### src/source/lc3b_pkg.sv
`default_nettype none

package lc3b_pkg;

	typedef logic [15:0] lc3b_word;
	typedef logic [127:0] lc3b_line;
	typedef logic [11:0] lc3b_line_addr;
	typedef logic [2:0] lc3b_reg;
	typedef logic [2:0] lc3b_nzp;

	// Standard LC-3b opcode encoding
	typedef enum logic [3:0] {
		op_br   = 4'b0000,
		op_add  = 4'b0001,
		op_ldb  = 4'b0010,
		op_stb  = 4'b0011,
		op_jsr  = 4'b0100,
		op_and  = 4'b0101,
		op_ldr  = 4'b0110,
		op_str  = 4'b0111,
		op_rti  = 4'b1000,
		op_not  = 4'b1001,
		op_ldi  = 4'b1010,
		op_sti  = 4'b1011,
		op_jmp  = 4'b1100,
		op_shf  = 4'b1101,
		op_lea  = 4'b1110,
		op_trap = 4'b1111
	} lc3b_opcode;

	typedef enum logic [1:0] {
		alu_add,
		alu_and,
		alu_not,
		alu_pass
	} lc3b_aluop;

	// Second ALU operand
	typedef enum logic [1:0] {
		alumux_sr2,
		alumux_offset6,
		alumux_zero
	} lc3b_alumux_sel;

	typedef enum logic {
		regfilemux_alu,
		regfilemux_mem
	} lc3b_regfilemux_sel;

	typedef struct packed {
		lc3b_aluop aluop;
		lc3b_alumux_sel alumux_sel;
		logic sr2mux_sel;
		logic load_regfile;
		logic load_cc;
		logic mem_read;
		logic mem_write;
		lc3b_regfilemux_sel regfilemux_sel;
		logic is_br;
	} lc3b_control_word;

	typedef struct packed {
		lc3b_word instruction;
		lc3b_word pc_plus2;
	} lc3b_if_id_t;

	typedef struct packed {
		lc3b_control_word ctrl;
		lc3b_word sr1;
		lc3b_word sr2;
		lc3b_word offset6;
		lc3b_word br_offset;
		lc3b_nzp nzp;
		lc3b_reg dest;
		lc3b_word pc_plus2;
		lc3b_word st_data;
	} lc3b_id_ex_t;

	typedef struct packed {
		lc3b_word alu_out;
		lc3b_word br_target;
		lc3b_reg dest;
		lc3b_nzp nzp;
		lc3b_word st_data;
		logic load_regfile;
		logic load_cc;
		logic mem_read;
		logic mem_write;
		lc3b_regfilemux_sel regfilemux_sel;
		logic is_br;
	} lc3b_ex_mem_t;

	typedef struct packed {
		lc3b_word wb_data;
		lc3b_reg dest;
		logic load_regfile;
	} lc3b_mem_wb_t;

endpackage : lc3b_pkg

`default_nettype wire

### src/source/lc3b_control.sv
`timescale 1ns/100ps
`default_nettype none

module lc3b_control (
	input lc3b_pkg::lc3b_opcode opcode,
	input logic imm_mode,
	output lc3b_pkg::lc3b_control_word ctrl
);

always_comb begin
	// Anything not listed stays a NOP
	ctrl = '0;
	case (opcode)
		lc3b_pkg::op_add: begin
			ctrl.aluop = lc3b_pkg::alu_add;
			ctrl.alumux_sel = lc3b_pkg::alumux_sr2;
			ctrl.sr2mux_sel = imm_mode;
			ctrl.load_regfile = 1'b1;
			ctrl.load_cc = 1'b1;
			ctrl.regfilemux_sel = lc3b_pkg::regfilemux_alu;
		end
		lc3b_pkg::op_and: begin
			ctrl.aluop = lc3b_pkg::alu_and;
			ctrl.alumux_sel = lc3b_pkg::alumux_sr2;
			ctrl.sr2mux_sel = imm_mode;
			ctrl.load_regfile = 1'b1;
			ctrl.load_cc = 1'b1;
			ctrl.regfilemux_sel = lc3b_pkg::regfilemux_alu;
		end
		lc3b_pkg::op_not: begin
			ctrl.aluop = lc3b_pkg::alu_not;
			ctrl.alumux_sel = lc3b_pkg::alumux_zero;
			ctrl.load_regfile = 1'b1;
			ctrl.load_cc = 1'b1;
			ctrl.regfilemux_sel = lc3b_pkg::regfilemux_alu;
		end
		lc3b_pkg::op_ldr: begin
			// Address is base plus shifted offset6
			ctrl.aluop = lc3b_pkg::alu_add;
			ctrl.alumux_sel = lc3b_pkg::alumux_offset6;
			ctrl.load_regfile = 1'b1;
			ctrl.load_cc = 1'b1;
			ctrl.mem_read = 1'b1;
			ctrl.regfilemux_sel = lc3b_pkg::regfilemux_mem;
		end
		lc3b_pkg::op_str: begin
			ctrl.aluop = lc3b_pkg::alu_add;
			ctrl.alumux_sel = lc3b_pkg::alumux_offset6;
			ctrl.mem_write = 1'b1;
		end
		lc3b_pkg::op_br: begin
			ctrl.aluop = lc3b_pkg::alu_pass;
			ctrl.alumux_sel = lc3b_pkg::alumux_zero;
			ctrl.is_br = 1'b1;
		end
		default: begin
			ctrl = '0;
		end
	endcase
end

endmodule : lc3b_control

`default_nettype wire

### src/source/lc3b_cpu.sv
`timescale 1ns/100ps
`default_nettype none

module lc3b_cpu #(
	parameter lc3b_pkg::lc3b_word reset_vector = 16'h0000
) (
	input logic clk,
	input logic arst_n,
	output logic ifetch_read,
	output lc3b_pkg::lc3b_line_addr ifetch_address,
	input lc3b_pkg::lc3b_line ifetch_rdata,
	input logic ifetch_resp,
	output logic mem_read,
	output logic mem_write,
	output lc3b_pkg::lc3b_line_addr mem_address,
	output lc3b_pkg::lc3b_line mem_wdata,
	output lc3b_pkg::lc3b_word mem_sel,
	input lc3b_pkg::lc3b_line mem_rdata,
	input logic mem_resp
);

logic advance;
logic branch_taken;
lc3b_pkg::lc3b_word branch_target;
lc3b_pkg::lc3b_word fetch_instruction;
lc3b_pkg::lc3b_word fetch_pc_plus2;

lc3b_pkg::lc3b_if_id_t if_id_d;
lc3b_pkg::lc3b_if_id_t if_id_q;
lc3b_pkg::lc3b_id_ex_t id_ex_d;
lc3b_pkg::lc3b_id_ex_t id_ex_q;
lc3b_pkg::lc3b_ex_mem_t ex_mem_d;
lc3b_pkg::lc3b_ex_mem_t ex_mem_q;
lc3b_pkg::lc3b_mem_wb_t mem_wb_d;
lc3b_pkg::lc3b_mem_wb_t mem_wb_q;

lc3b_pkg::lc3b_opcode opcode;
logic imm_mode;
lc3b_pkg::lc3b_reg dest;
lc3b_pkg::lc3b_reg sr1_idx;
lc3b_pkg::lc3b_reg sr2_idx;
lc3b_pkg::lc3b_word imm5_sext;
lc3b_pkg::lc3b_word offset6_adj;
lc3b_pkg::lc3b_word offset9_adj;
lc3b_pkg::lc3b_control_word ctrl;
lc3b_pkg::lc3b_word reg_a;
lc3b_pkg::lc3b_word reg_b;
lc3b_pkg::lc3b_word reg_st;
lc3b_pkg::lc3b_word sr2_value;

// Whole pipeline moves only when every pending port has answered
assign advance = ifetch_resp && (!(mem_read || mem_write) || mem_resp);

lc3b_fetch #(.reset_vector(reset_vector)) fetch_i (
	.clk,
	.arst_n,
	.advance,
	.branch_taken,
	.branch_target,
	.ifetch_rdata,
	.ifetch_address,
	.ifetch_read,
	.instruction(fetch_instruction),
	.pc_plus2(fetch_pc_plus2)
);

assign if_id_d = '{instruction: fetch_instruction, pc_plus2: fetch_pc_plus2};

lc3b_pipe_reg #(.payload_t(lc3b_pkg::lc3b_if_id_t)) if_id_reg (
	.clk,
	.arst_n,
	.advance,
	.d(if_id_d),
	.q(if_id_q)
);

// Decode fields
assign opcode = lc3b_pkg::lc3b_opcode'(if_id_q.instruction[15:12]);
assign dest = if_id_q.instruction[11:9];
assign sr1_idx = if_id_q.instruction[8:6];
assign imm_mode = if_id_q.instruction[5];
assign sr2_idx = if_id_q.instruction[2:0];
assign imm5_sext = {{11{if_id_q.instruction[4]}}, if_id_q.instruction[4:0]};
assign offset6_adj = {{9{if_id_q.instruction[5]}}, if_id_q.instruction[5:0], 1'b0};
assign offset9_adj = {{6{if_id_q.instruction[8]}}, if_id_q.instruction[8:0], 1'b0};

lc3b_control control_i (
	.opcode,
	.imm_mode,
	.ctrl
);

lc3b_regfile regfile_i (
	.clk,
	.arst_n,
	.load(mem_wb_q.load_regfile && advance),
	.dest(mem_wb_q.dest),
	.in(mem_wb_q.wb_data),
	.src_a(sr1_idx),
	.src_b(sr2_idx),
	.src_st(dest),
	.reg_a,
	.reg_b,
	.reg_st
);

assign sr2_value = ctrl.sr2mux_sel ? imm5_sext : reg_b;

always_comb begin
	id_ex_d.ctrl = ctrl;
	id_ex_d.sr1 = reg_a;
	id_ex_d.sr2 = sr2_value;
	id_ex_d.offset6 = offset6_adj;
	id_ex_d.br_offset = offset9_adj;
	// BR nzp and destination share bits 11 to 9
	id_ex_d.nzp = dest;
	id_ex_d.dest = dest;
	id_ex_d.pc_plus2 = if_id_q.pc_plus2;
	id_ex_d.st_data = reg_st;
end

lc3b_pipe_reg #(.payload_t(lc3b_pkg::lc3b_id_ex_t)) id_ex_reg (
	.clk,
	.arst_n,
	.advance,
	.d(id_ex_d),
	.q(id_ex_q)
);

lc3b_execute execute_i (
	.id_ex(id_ex_q),
	.ex_mem(ex_mem_d)
);

lc3b_pipe_reg #(.payload_t(lc3b_pkg::lc3b_ex_mem_t)) ex_mem_reg (
	.clk,
	.arst_n,
	.advance,
	.d(ex_mem_d),
	.q(ex_mem_q)
);

lc3b_mem_stage mem_stage_i (
	.clk,
	.arst_n,
	.advance,
	.ex_mem(ex_mem_q),
	.mem_rdata,
	.mem_read,
	.mem_write,
	.mem_address,
	.mem_wdata,
	.mem_sel,
	.mem_wb(mem_wb_d),
	.branch_taken,
	.branch_target
);

lc3b_pipe_reg #(.payload_t(lc3b_pkg::lc3b_mem_wb_t)) mem_wb_reg (
	.clk,
	.arst_n,
	.advance,
	.d(mem_wb_d),
	.q(mem_wb_q)
);

endmodule : lc3b_cpu

`default_nettype wire

### src/source/lc3b_execute.sv
`timescale 1ns/100ps
`default_nettype none

module lc3b_execute (
	input lc3b_pkg::lc3b_id_ex_t id_ex,
	output lc3b_pkg::lc3b_ex_mem_t ex_mem
);

lc3b_pkg::lc3b_word alumux_out;
lc3b_pkg::lc3b_word alu_out;
lc3b_pkg::lc3b_word br_target;

always_comb begin
	case (id_ex.ctrl.alumux_sel)
		lc3b_pkg::alumux_sr2: alumux_out = id_ex.sr2;
		lc3b_pkg::alumux_offset6: alumux_out = id_ex.offset6;
		lc3b_pkg::alumux_zero: alumux_out = 16'h0000;
		default: alumux_out = 16'h0000;
	endcase
end

always_comb begin
	case (id_ex.ctrl.aluop)
		lc3b_pkg::alu_add: alu_out = id_ex.sr1 + alumux_out;
		lc3b_pkg::alu_and: alu_out = id_ex.sr1 & alumux_out;
		lc3b_pkg::alu_not: alu_out = ~id_ex.sr1;
		lc3b_pkg::alu_pass: alu_out = alumux_out;
		default: alu_out = alumux_out;
	endcase
end

// Offset is already sign extended and doubled
assign br_target = id_ex.pc_plus2 + id_ex.br_offset;

always_comb begin
	ex_mem.alu_out = alu_out;
	ex_mem.br_target = br_target;
	ex_mem.dest = id_ex.dest;
	ex_mem.nzp = id_ex.nzp;
	ex_mem.st_data = id_ex.st_data;
	ex_mem.load_regfile = id_ex.ctrl.load_regfile;
	ex_mem.load_cc = id_ex.ctrl.load_cc;
	ex_mem.mem_read = id_ex.ctrl.mem_read;
	ex_mem.mem_write = id_ex.ctrl.mem_write;
	ex_mem.regfilemux_sel = id_ex.ctrl.regfilemux_sel;
	ex_mem.is_br = id_ex.ctrl.is_br;
end

endmodule : lc3b_execute

`default_nettype wire

### src/source/lc3b_fetch.sv
`timescale 1ns/100ps
`default_nettype none

module lc3b_fetch #(
	parameter lc3b_pkg::lc3b_word reset_vector = 16'h0000
) (
	input logic clk,
	input logic arst_n,
	input logic advance,
	input logic branch_taken,
	input lc3b_pkg::lc3b_word branch_target,
	input lc3b_pkg::lc3b_line ifetch_rdata,
	output lc3b_pkg::lc3b_line_addr ifetch_address,
	output logic ifetch_read,
	output lc3b_pkg::lc3b_word instruction,
	output lc3b_pkg::lc3b_word pc_plus2
);

lc3b_pkg::lc3b_word pc;
logic read_en;

assign pc_plus2 = pc + 16'd2;

always_ff @(posedge clk or negedge arst_n) begin
	if (!arst_n) begin
		pc <= reset_vector;
		read_en <= 1'b0;
	end else begin
		read_en <= 1'b1;
		// Redirect comes from the memory stage on the same advance
		if (advance) begin
			pc <= branch_taken ? branch_target : pc_plus2;
		end
	end
end

assign ifetch_read = read_en;
assign ifetch_address = pc[15:4];

// Word slot within the line
assign instruction = ifetch_rdata[{pc[3:1], 4'b0000} +: 16];

endmodule : lc3b_fetch

`default_nettype wire

### src/source/lc3b_mem_stage.sv
`timescale 1ns/100ps
`default_nettype none

module lc3b_mem_stage (
	input logic clk,
	input logic arst_n,
	input logic advance,
	input lc3b_pkg::lc3b_ex_mem_t ex_mem,
	input lc3b_pkg::lc3b_line mem_rdata,
	output logic mem_read,
	output logic mem_write,
	output lc3b_pkg::lc3b_line_addr mem_address,
	output lc3b_pkg::lc3b_line mem_wdata,
	output lc3b_pkg::lc3b_word mem_sel,
	output lc3b_pkg::lc3b_mem_wb_t mem_wb,
	output logic branch_taken,
	output lc3b_pkg::lc3b_word branch_target
);

lc3b_pkg::lc3b_word load_word;
lc3b_pkg::lc3b_word wb_data;
lc3b_pkg::lc3b_nzp gen_cc;
lc3b_pkg::lc3b_nzp cc;

assign mem_read = ex_mem.mem_read;
assign mem_write = ex_mem.mem_write;
assign mem_address = ex_mem.alu_out[15:4];

// Store word in every slot, byte enables pick the addressed one
assign mem_wdata = {8{ex_mem.st_data}};
assign mem_sel = 16'h0003 << {ex_mem.alu_out[3:1], 1'b0};

assign load_word = mem_rdata[{ex_mem.alu_out[3:1], 4'b0000} +: 16];

assign wb_data = (ex_mem.regfilemux_sel == lc3b_pkg::regfilemux_mem) ? load_word
	: ex_mem.alu_out;

always_comb begin
	gen_cc[2] = wb_data[15];
	gen_cc[1] = (wb_data == 16'h0000);
	gen_cc[0] = !wb_data[15] && (wb_data != 16'h0000);
end

// Reset value is the Z flag
always_ff @(posedge clk or negedge arst_n) begin
	if (!arst_n) begin
		cc <= 3'b010;
	end else if (advance && ex_mem.load_cc) begin
		cc <= gen_cc;
	end
end

// Compares against flags of the previous instruction
assign branch_taken = ex_mem.is_br && ((ex_mem.nzp & cc) != 3'b000);
assign branch_target = ex_mem.br_target;

always_comb begin
	mem_wb.wb_data = wb_data;
	mem_wb.dest = ex_mem.dest;
	mem_wb.load_regfile = ex_mem.load_regfile;
end

endmodule : lc3b_mem_stage

`default_nettype wire

### src/source/lc3b_pipe_reg.sv
`timescale 1ns/100ps
`default_nettype none

module lc3b_pipe_reg #(
	parameter type payload_t = logic
) (
	input logic clk,
	input logic arst_n,
	input logic advance,
	input payload_t d,
	output payload_t q
);

// All-zero payload is a bubble
always_ff @(posedge clk or negedge arst_n) begin
	if (!arst_n) begin
		q <= '0;
	end else if (advance) begin
		q <= d;
	end
end

endmodule : lc3b_pipe_reg

`default_nettype wire

### src/source/lc3b_regfile.sv
`timescale 1ns/100ps
`default_nettype none

module lc3b_regfile (
	input logic clk,
	input logic arst_n,
	input logic load,
	input lc3b_pkg::lc3b_reg dest,
	input lc3b_pkg::lc3b_word in,
	input lc3b_pkg::lc3b_reg src_a,
	input lc3b_pkg::lc3b_reg src_b,
	input lc3b_pkg::lc3b_reg src_st,
	output lc3b_pkg::lc3b_word reg_a,
	output lc3b_pkg::lc3b_word reg_b,
	output lc3b_pkg::lc3b_word reg_st
);

lc3b_pkg::lc3b_word data [8];

always_ff @(posedge clk or negedge arst_n) begin
	if (!arst_n) begin
		data <= '{default: '0};
	end else if (load) begin
		data[dest] <= in;
	end
end

// Bypass the write so decode sees writeback in the same cycle
assign reg_a = (load && dest == src_a) ? in : data[src_a];
assign reg_b = (load && dest == src_b) ? in : data[src_b];
assign reg_st = (load && dest == src_st) ? in : data[src_st];

endmodule : lc3b_regfile

`default_nettype wire

### config.mk
export PLATFORM = sky130hd
export DESIGN_NAME = lc3b_cpu
export DESIGN_NICKNAME = d
export VERILOG_FILES = /design/src/source/lc3b_pkg.sv /design/src/source/lc3b_control.sv /design/src/source/lc3b_cpu.sv /design/src/source/lc3b_execute.sv /design/src/source/lc3b_fetch.sv /design/src/source/lc3b_mem_stage.sv /design/src/source/lc3b_pipe_reg.sv /design/src/source/lc3b_regfile.sv
export SDC_FILE = /design/constraint.sdc
export NUM_CORES = 1
export LEC_CHECK = 0
export ABC_AREA = 1
export CAP_MARGIN = 40
export CORE_MARGIN = 5
export CORE_UTILIZATION = 47
export CTS_CLUSTER_DIAMETER = 40
export DETAILED_ROUTE_END_ITERATION = 6
export DONT_BUFFER_PORTS = 1
export MAX_ROUTING_LAYER = met4
export PLACE_DENSITY = 0.65
export SYNTH_ARGS = -nofsm -noshare
export SYNTH_HDL_FRONTEND = slang
export SYNTH_SLANG_ARGS = --single-unit
### constraint.sdc
create_clock -name clk -period 3.1 [get_ports clk]
set_input_delay 0.62 -clock clk [delete_from_list [all_inputs] [get_ports clk]]
set_output_delay 0.62 -clock clk [all_outputs]
set_load 0.005 [all_outputs]
==> summary.md <==
| Metric | Value |
|---|---|
| Largest net degree at the start of global routing | 335 |
| Fin cells | approximately 3400 |
| Initial core utilization | a little under half |
| Post-CTS sizing | 0 |
| Vias in the first global route | between 15000 and 20000 |
| Post-synthesis xor/xnor area fraction | 1.520% |
| Iteration-0 DRC count of the detailed router | between 2000 and 2500 |
| Residual DRC | 0 |
| Fin worst setup slack | 0.2512 ns |
| Synthesized area per cell | just over 7 sq um |
| Hold/Removal Path Class | input pin to async pin |
| Total Neg Setup Slack | 0 ns |
| Vias | about 20000 |
| Finish-stage setup viols | 0 |
| Leak Pwr | roughly 10 nW |
| Die ar. | 0.04973 sq mm |
| Ys Warns | 0 |
| Yosys reg bits | approximately 330 |
| Peak supply drop | between 0.5 and 0.6 mV |
| DP Area | around 0.021 sq mm |
| Max-Cap Viols | 0 |
| Mux share of post-synthesis cell area | 0% |
| Setup CP Type | flop to primary output |
| Worst setup EP type | primary output |
| Slew margin rel. | 27.89% |
| CTS buffer count | between 50 and 60 |
| RSZ-0062 raised after global routing | no |
| WP data arrival | 2.23 ns |
| GPL Wtd Cong | between 1 and 1.5 |
| Layout Nets | 3026 |
| Die Width | ~220 um |
| Worst skew pair latency | a little over 0.6 ns |
| Share of cells above drive strength 1 | about 6.6% |
| Postcts setup bufs | 0 |
| Global-route wire length before repair | ~110000 um |
| GRT Overall Usage | between 20% and 30% |
| Final Hold Viols | around 330 |
| Synth Area in Simple Gates | around a fifth |
| Synthesized net count | about 3300 |
| Chip height | 223.0 um |
| Period utilisation layout | approximately nine tenths |
| Clk slew on worst S/H paths | 0.05 ns |
| # rows | 78 |
| FFs w/ async S/R, synth | 100.0% |
| Final slew viol count | 0 |
| Vias/cell | between 6 and 7 |
| Status | finished with violations |
| Metal3 WL | between 6000 and 7000 um |
| Synthesis-to-finish area growth | 5.703% |
| Wire length on met2 | 34140 um |
| Post-Synth Adder-Cell Area | between 2 and 2.5% |
| Critical Path RT | around 2.5 ns |
| Min Hold Slack | -0.2807 ns |
| Antenna Nets Post-Route | 0 |
| Mapped cell area | roughly 0.021 sq mm |
| DP HPWL | 50530 um |
| Fin crit period | about 2.8 ns |
| Boundary Pins | between 400 and 500 |
| Dpl ws | 0.5658 ns |
| CTS tree | yes |
| Slew @ Worst Pin | between 1 and 1.5 ns |
| Final core utilization | about 50% |
| Root buffer cell | clkbuf_16 |
| Router iterations before antenna repair | 6 |
| Max layer used | met4 |
| Commonest non-fill, non-tap cell in the layout | nand2_1 |
| Post-synth EDFFs | 0 |
| Top FF cell, synth | dfrtp_1 |
| Clock sinks | 334 |
| Post-Layout Inst Area | 0.02254 sq mm |
| Max Buffers Root-to-Sink | 3 |
| Metal-1 WL | around 31000 um |
| Drt wl/cell | 21.74 um |
| Failing checks | negative hold slack |
| Largest family of logic cells by synthesized area | compound AO/OA/AOI/OAI gates |
| Placed insts | between 3000 and 4000 |
| Power density over the cells | 1241 mW/mm^2 |
| Synth unique cells | 45 |
| Wire length after detailed routing | about 73000 um |
| Clock skew | between 0.02 and 0.025 ns |
| Core box area | 0.04509 sq mm |
| Fmax | approximately 350 MHz |
| Seq/Total Area, Yosys | about 40% |
| Antenna violations before repair | 0 |
| Startpoint types | flop |
| CTS H-tree depth | 2 |
| Post-synthesis compound-gate area fraction | between 20 and 25% |
| Cells after Synth | 2972 |
| Grt ovf | 0 |
| Port buffer count | 0 |
| Most frequent cells in the layout | nand2_1 (674), o21ai_0 (580), dfrtp_1 (331), a21oi_1 (212), inv_1 (206) |
| Crit-path max FO | 24 |
==> per-layer routing <==
metal / track usage [%] / vias up
met1: 39.03 / 9688
li1: - / 9375
met2: 45.32 / 1035
met4: 9.071 / 0
met3: 5.145 / 184
met5: - / -
==> final cells by class <==
cell class | instances | area [sq um]
multi-input combinational | 2062 | 10140
inverter | 219 | 824.5
clock buffer | 63 | 1446
clock inverter | 40 | 469.2
timing repair buffer | 61 | 545.5
tap | 600 | 750.7
fill | 4401 | 22550
antenna | 1 | 2.502
sequential | 334 | 8362
==> power breakdown <==
group          total, mW  switching [mW]  internal [mW]
clock               6.30            2.38           3.92
sequential          8.07            1.89           6.18
combinational       13.6            9.25           4.36
total               28.0            13.5           14.5
==> per-stage QoR <==
step                hold slack [ns]  total power [mW]
global route                -0.3165             30.04
global placement             0.3359             21.14
detailed placement           0.3388             21.39
floorplan                    0.3244             18.08
CTS                         -0.3067             27.81
finish                      -0.2807             27.98
==> sequential cells by signal, summed over array words and instances (netlist names) <==
register and count:
mem_wb_reg.q 20, fetch_i.pc 15, regfile_i.data 128, if_id_reg.q 31, id_ex_reg.q 82, ex_mem_reg.q 54, mem_stage_i.cc 3, fetch_i.ifetch_read 1
==> Yosys cell counts (2+ instances only) <==
| cell | n | share of area, % |
|---|---|---|
| buf_4 | 163 | 5.7 |
| nor2_4 | 2 | 0.11 |
| nand3b_1 | 5 | 0.18 |
| nor3_1 | 6 | 0.14 |
| nand4_1 | 39 | 1.1 |
| buf_2 | 34 | 0.80 |
| o21ai_0 | 580 | 14 |
| o21ai_1 | 24 | 0.56 |
| fa_1 | 2 | 0.19 |
| a22oi_1 | 22 | 0.77 |
| nand2_1 | 674 | 12 |
| inv_1 | 209 | 3.7 |
| dfrtp_1 | 333 | 39 |
| o22ai_1 | 25 | 0.73 |
| xnor2_1 | 13 | 0.53 |
| nand2_2 | 2 | 0.059 |
| o221ai_1 | 25 | 1.0 |
| ha_1 | 31 | 1.8 |
| buf_1 | 14 | 0.25 |
| nor2_1 | 168 | 3.0 |
| nand3_1 | 124 | 2.9 |
| buf_6 | 3 | 0.16 |
| clkbuf_1 | 143 | 2.5 |
| clkinv_1 | 3 | 0.053 |
| nor3_2 | 2 | 0.094 |
| a31oi_1 | 13 | 0.38 |
| a21oi_1 | 212 | 5.0 |
| nor2_2 | 2 | 0.059 |
| a211oi_1 | 7 | 0.25 |
| a21o_1 | 2 | 0.070 |
| xor2_1 | 24 | 0.99 |
| o211ai_1 | 47 | 1.7 |
| inv_2 | 7 | 0.12 |
==> critical path, cell delays in order, from the launching register on <==
cell and delay (ns):
dfrtp_1 0.50, inv_2 0.08, nor2_4 0.47, buf_4 0.28
inv_1 0.07, nor2_1 0.24
==> worst paths after layout <==
kind	start	end	slack, ns	cells after the start
max	ex_mem_reg.q[45]	mem_sel[10]	0.25	5
min	arst_n	if_id_reg.q[15]	-0.28	0
max reg2reg	id_ex_reg.q[110]	ex_mem_reg.q[53]	0.49	12
min reg2reg	if_id_reg.q[3]	id_ex_reg.q[19]	0.47	2
max in group asynchronous	arst_n	ex_mem_reg.q[53]	2.48	0
min in group clk	ifetch_rdata[71]	if_id_reg.q[23]	0.34	4
==> kinds of logic after synthesis <==
| kind of cell | count (synthesis) |
|---|---|
| other | 1 |
| flip-flops | 334 |
| adder cells (fa/ha/maj) | 33 |
| buffers and inverters | 576 |
| AND/OR/NAND/NOR | 1028 |
| AO/OA/AOI/OAI | 963 |
| XOR/XNOR | 37 |
No activity file was read; power rests on OpenSTA's default activity.
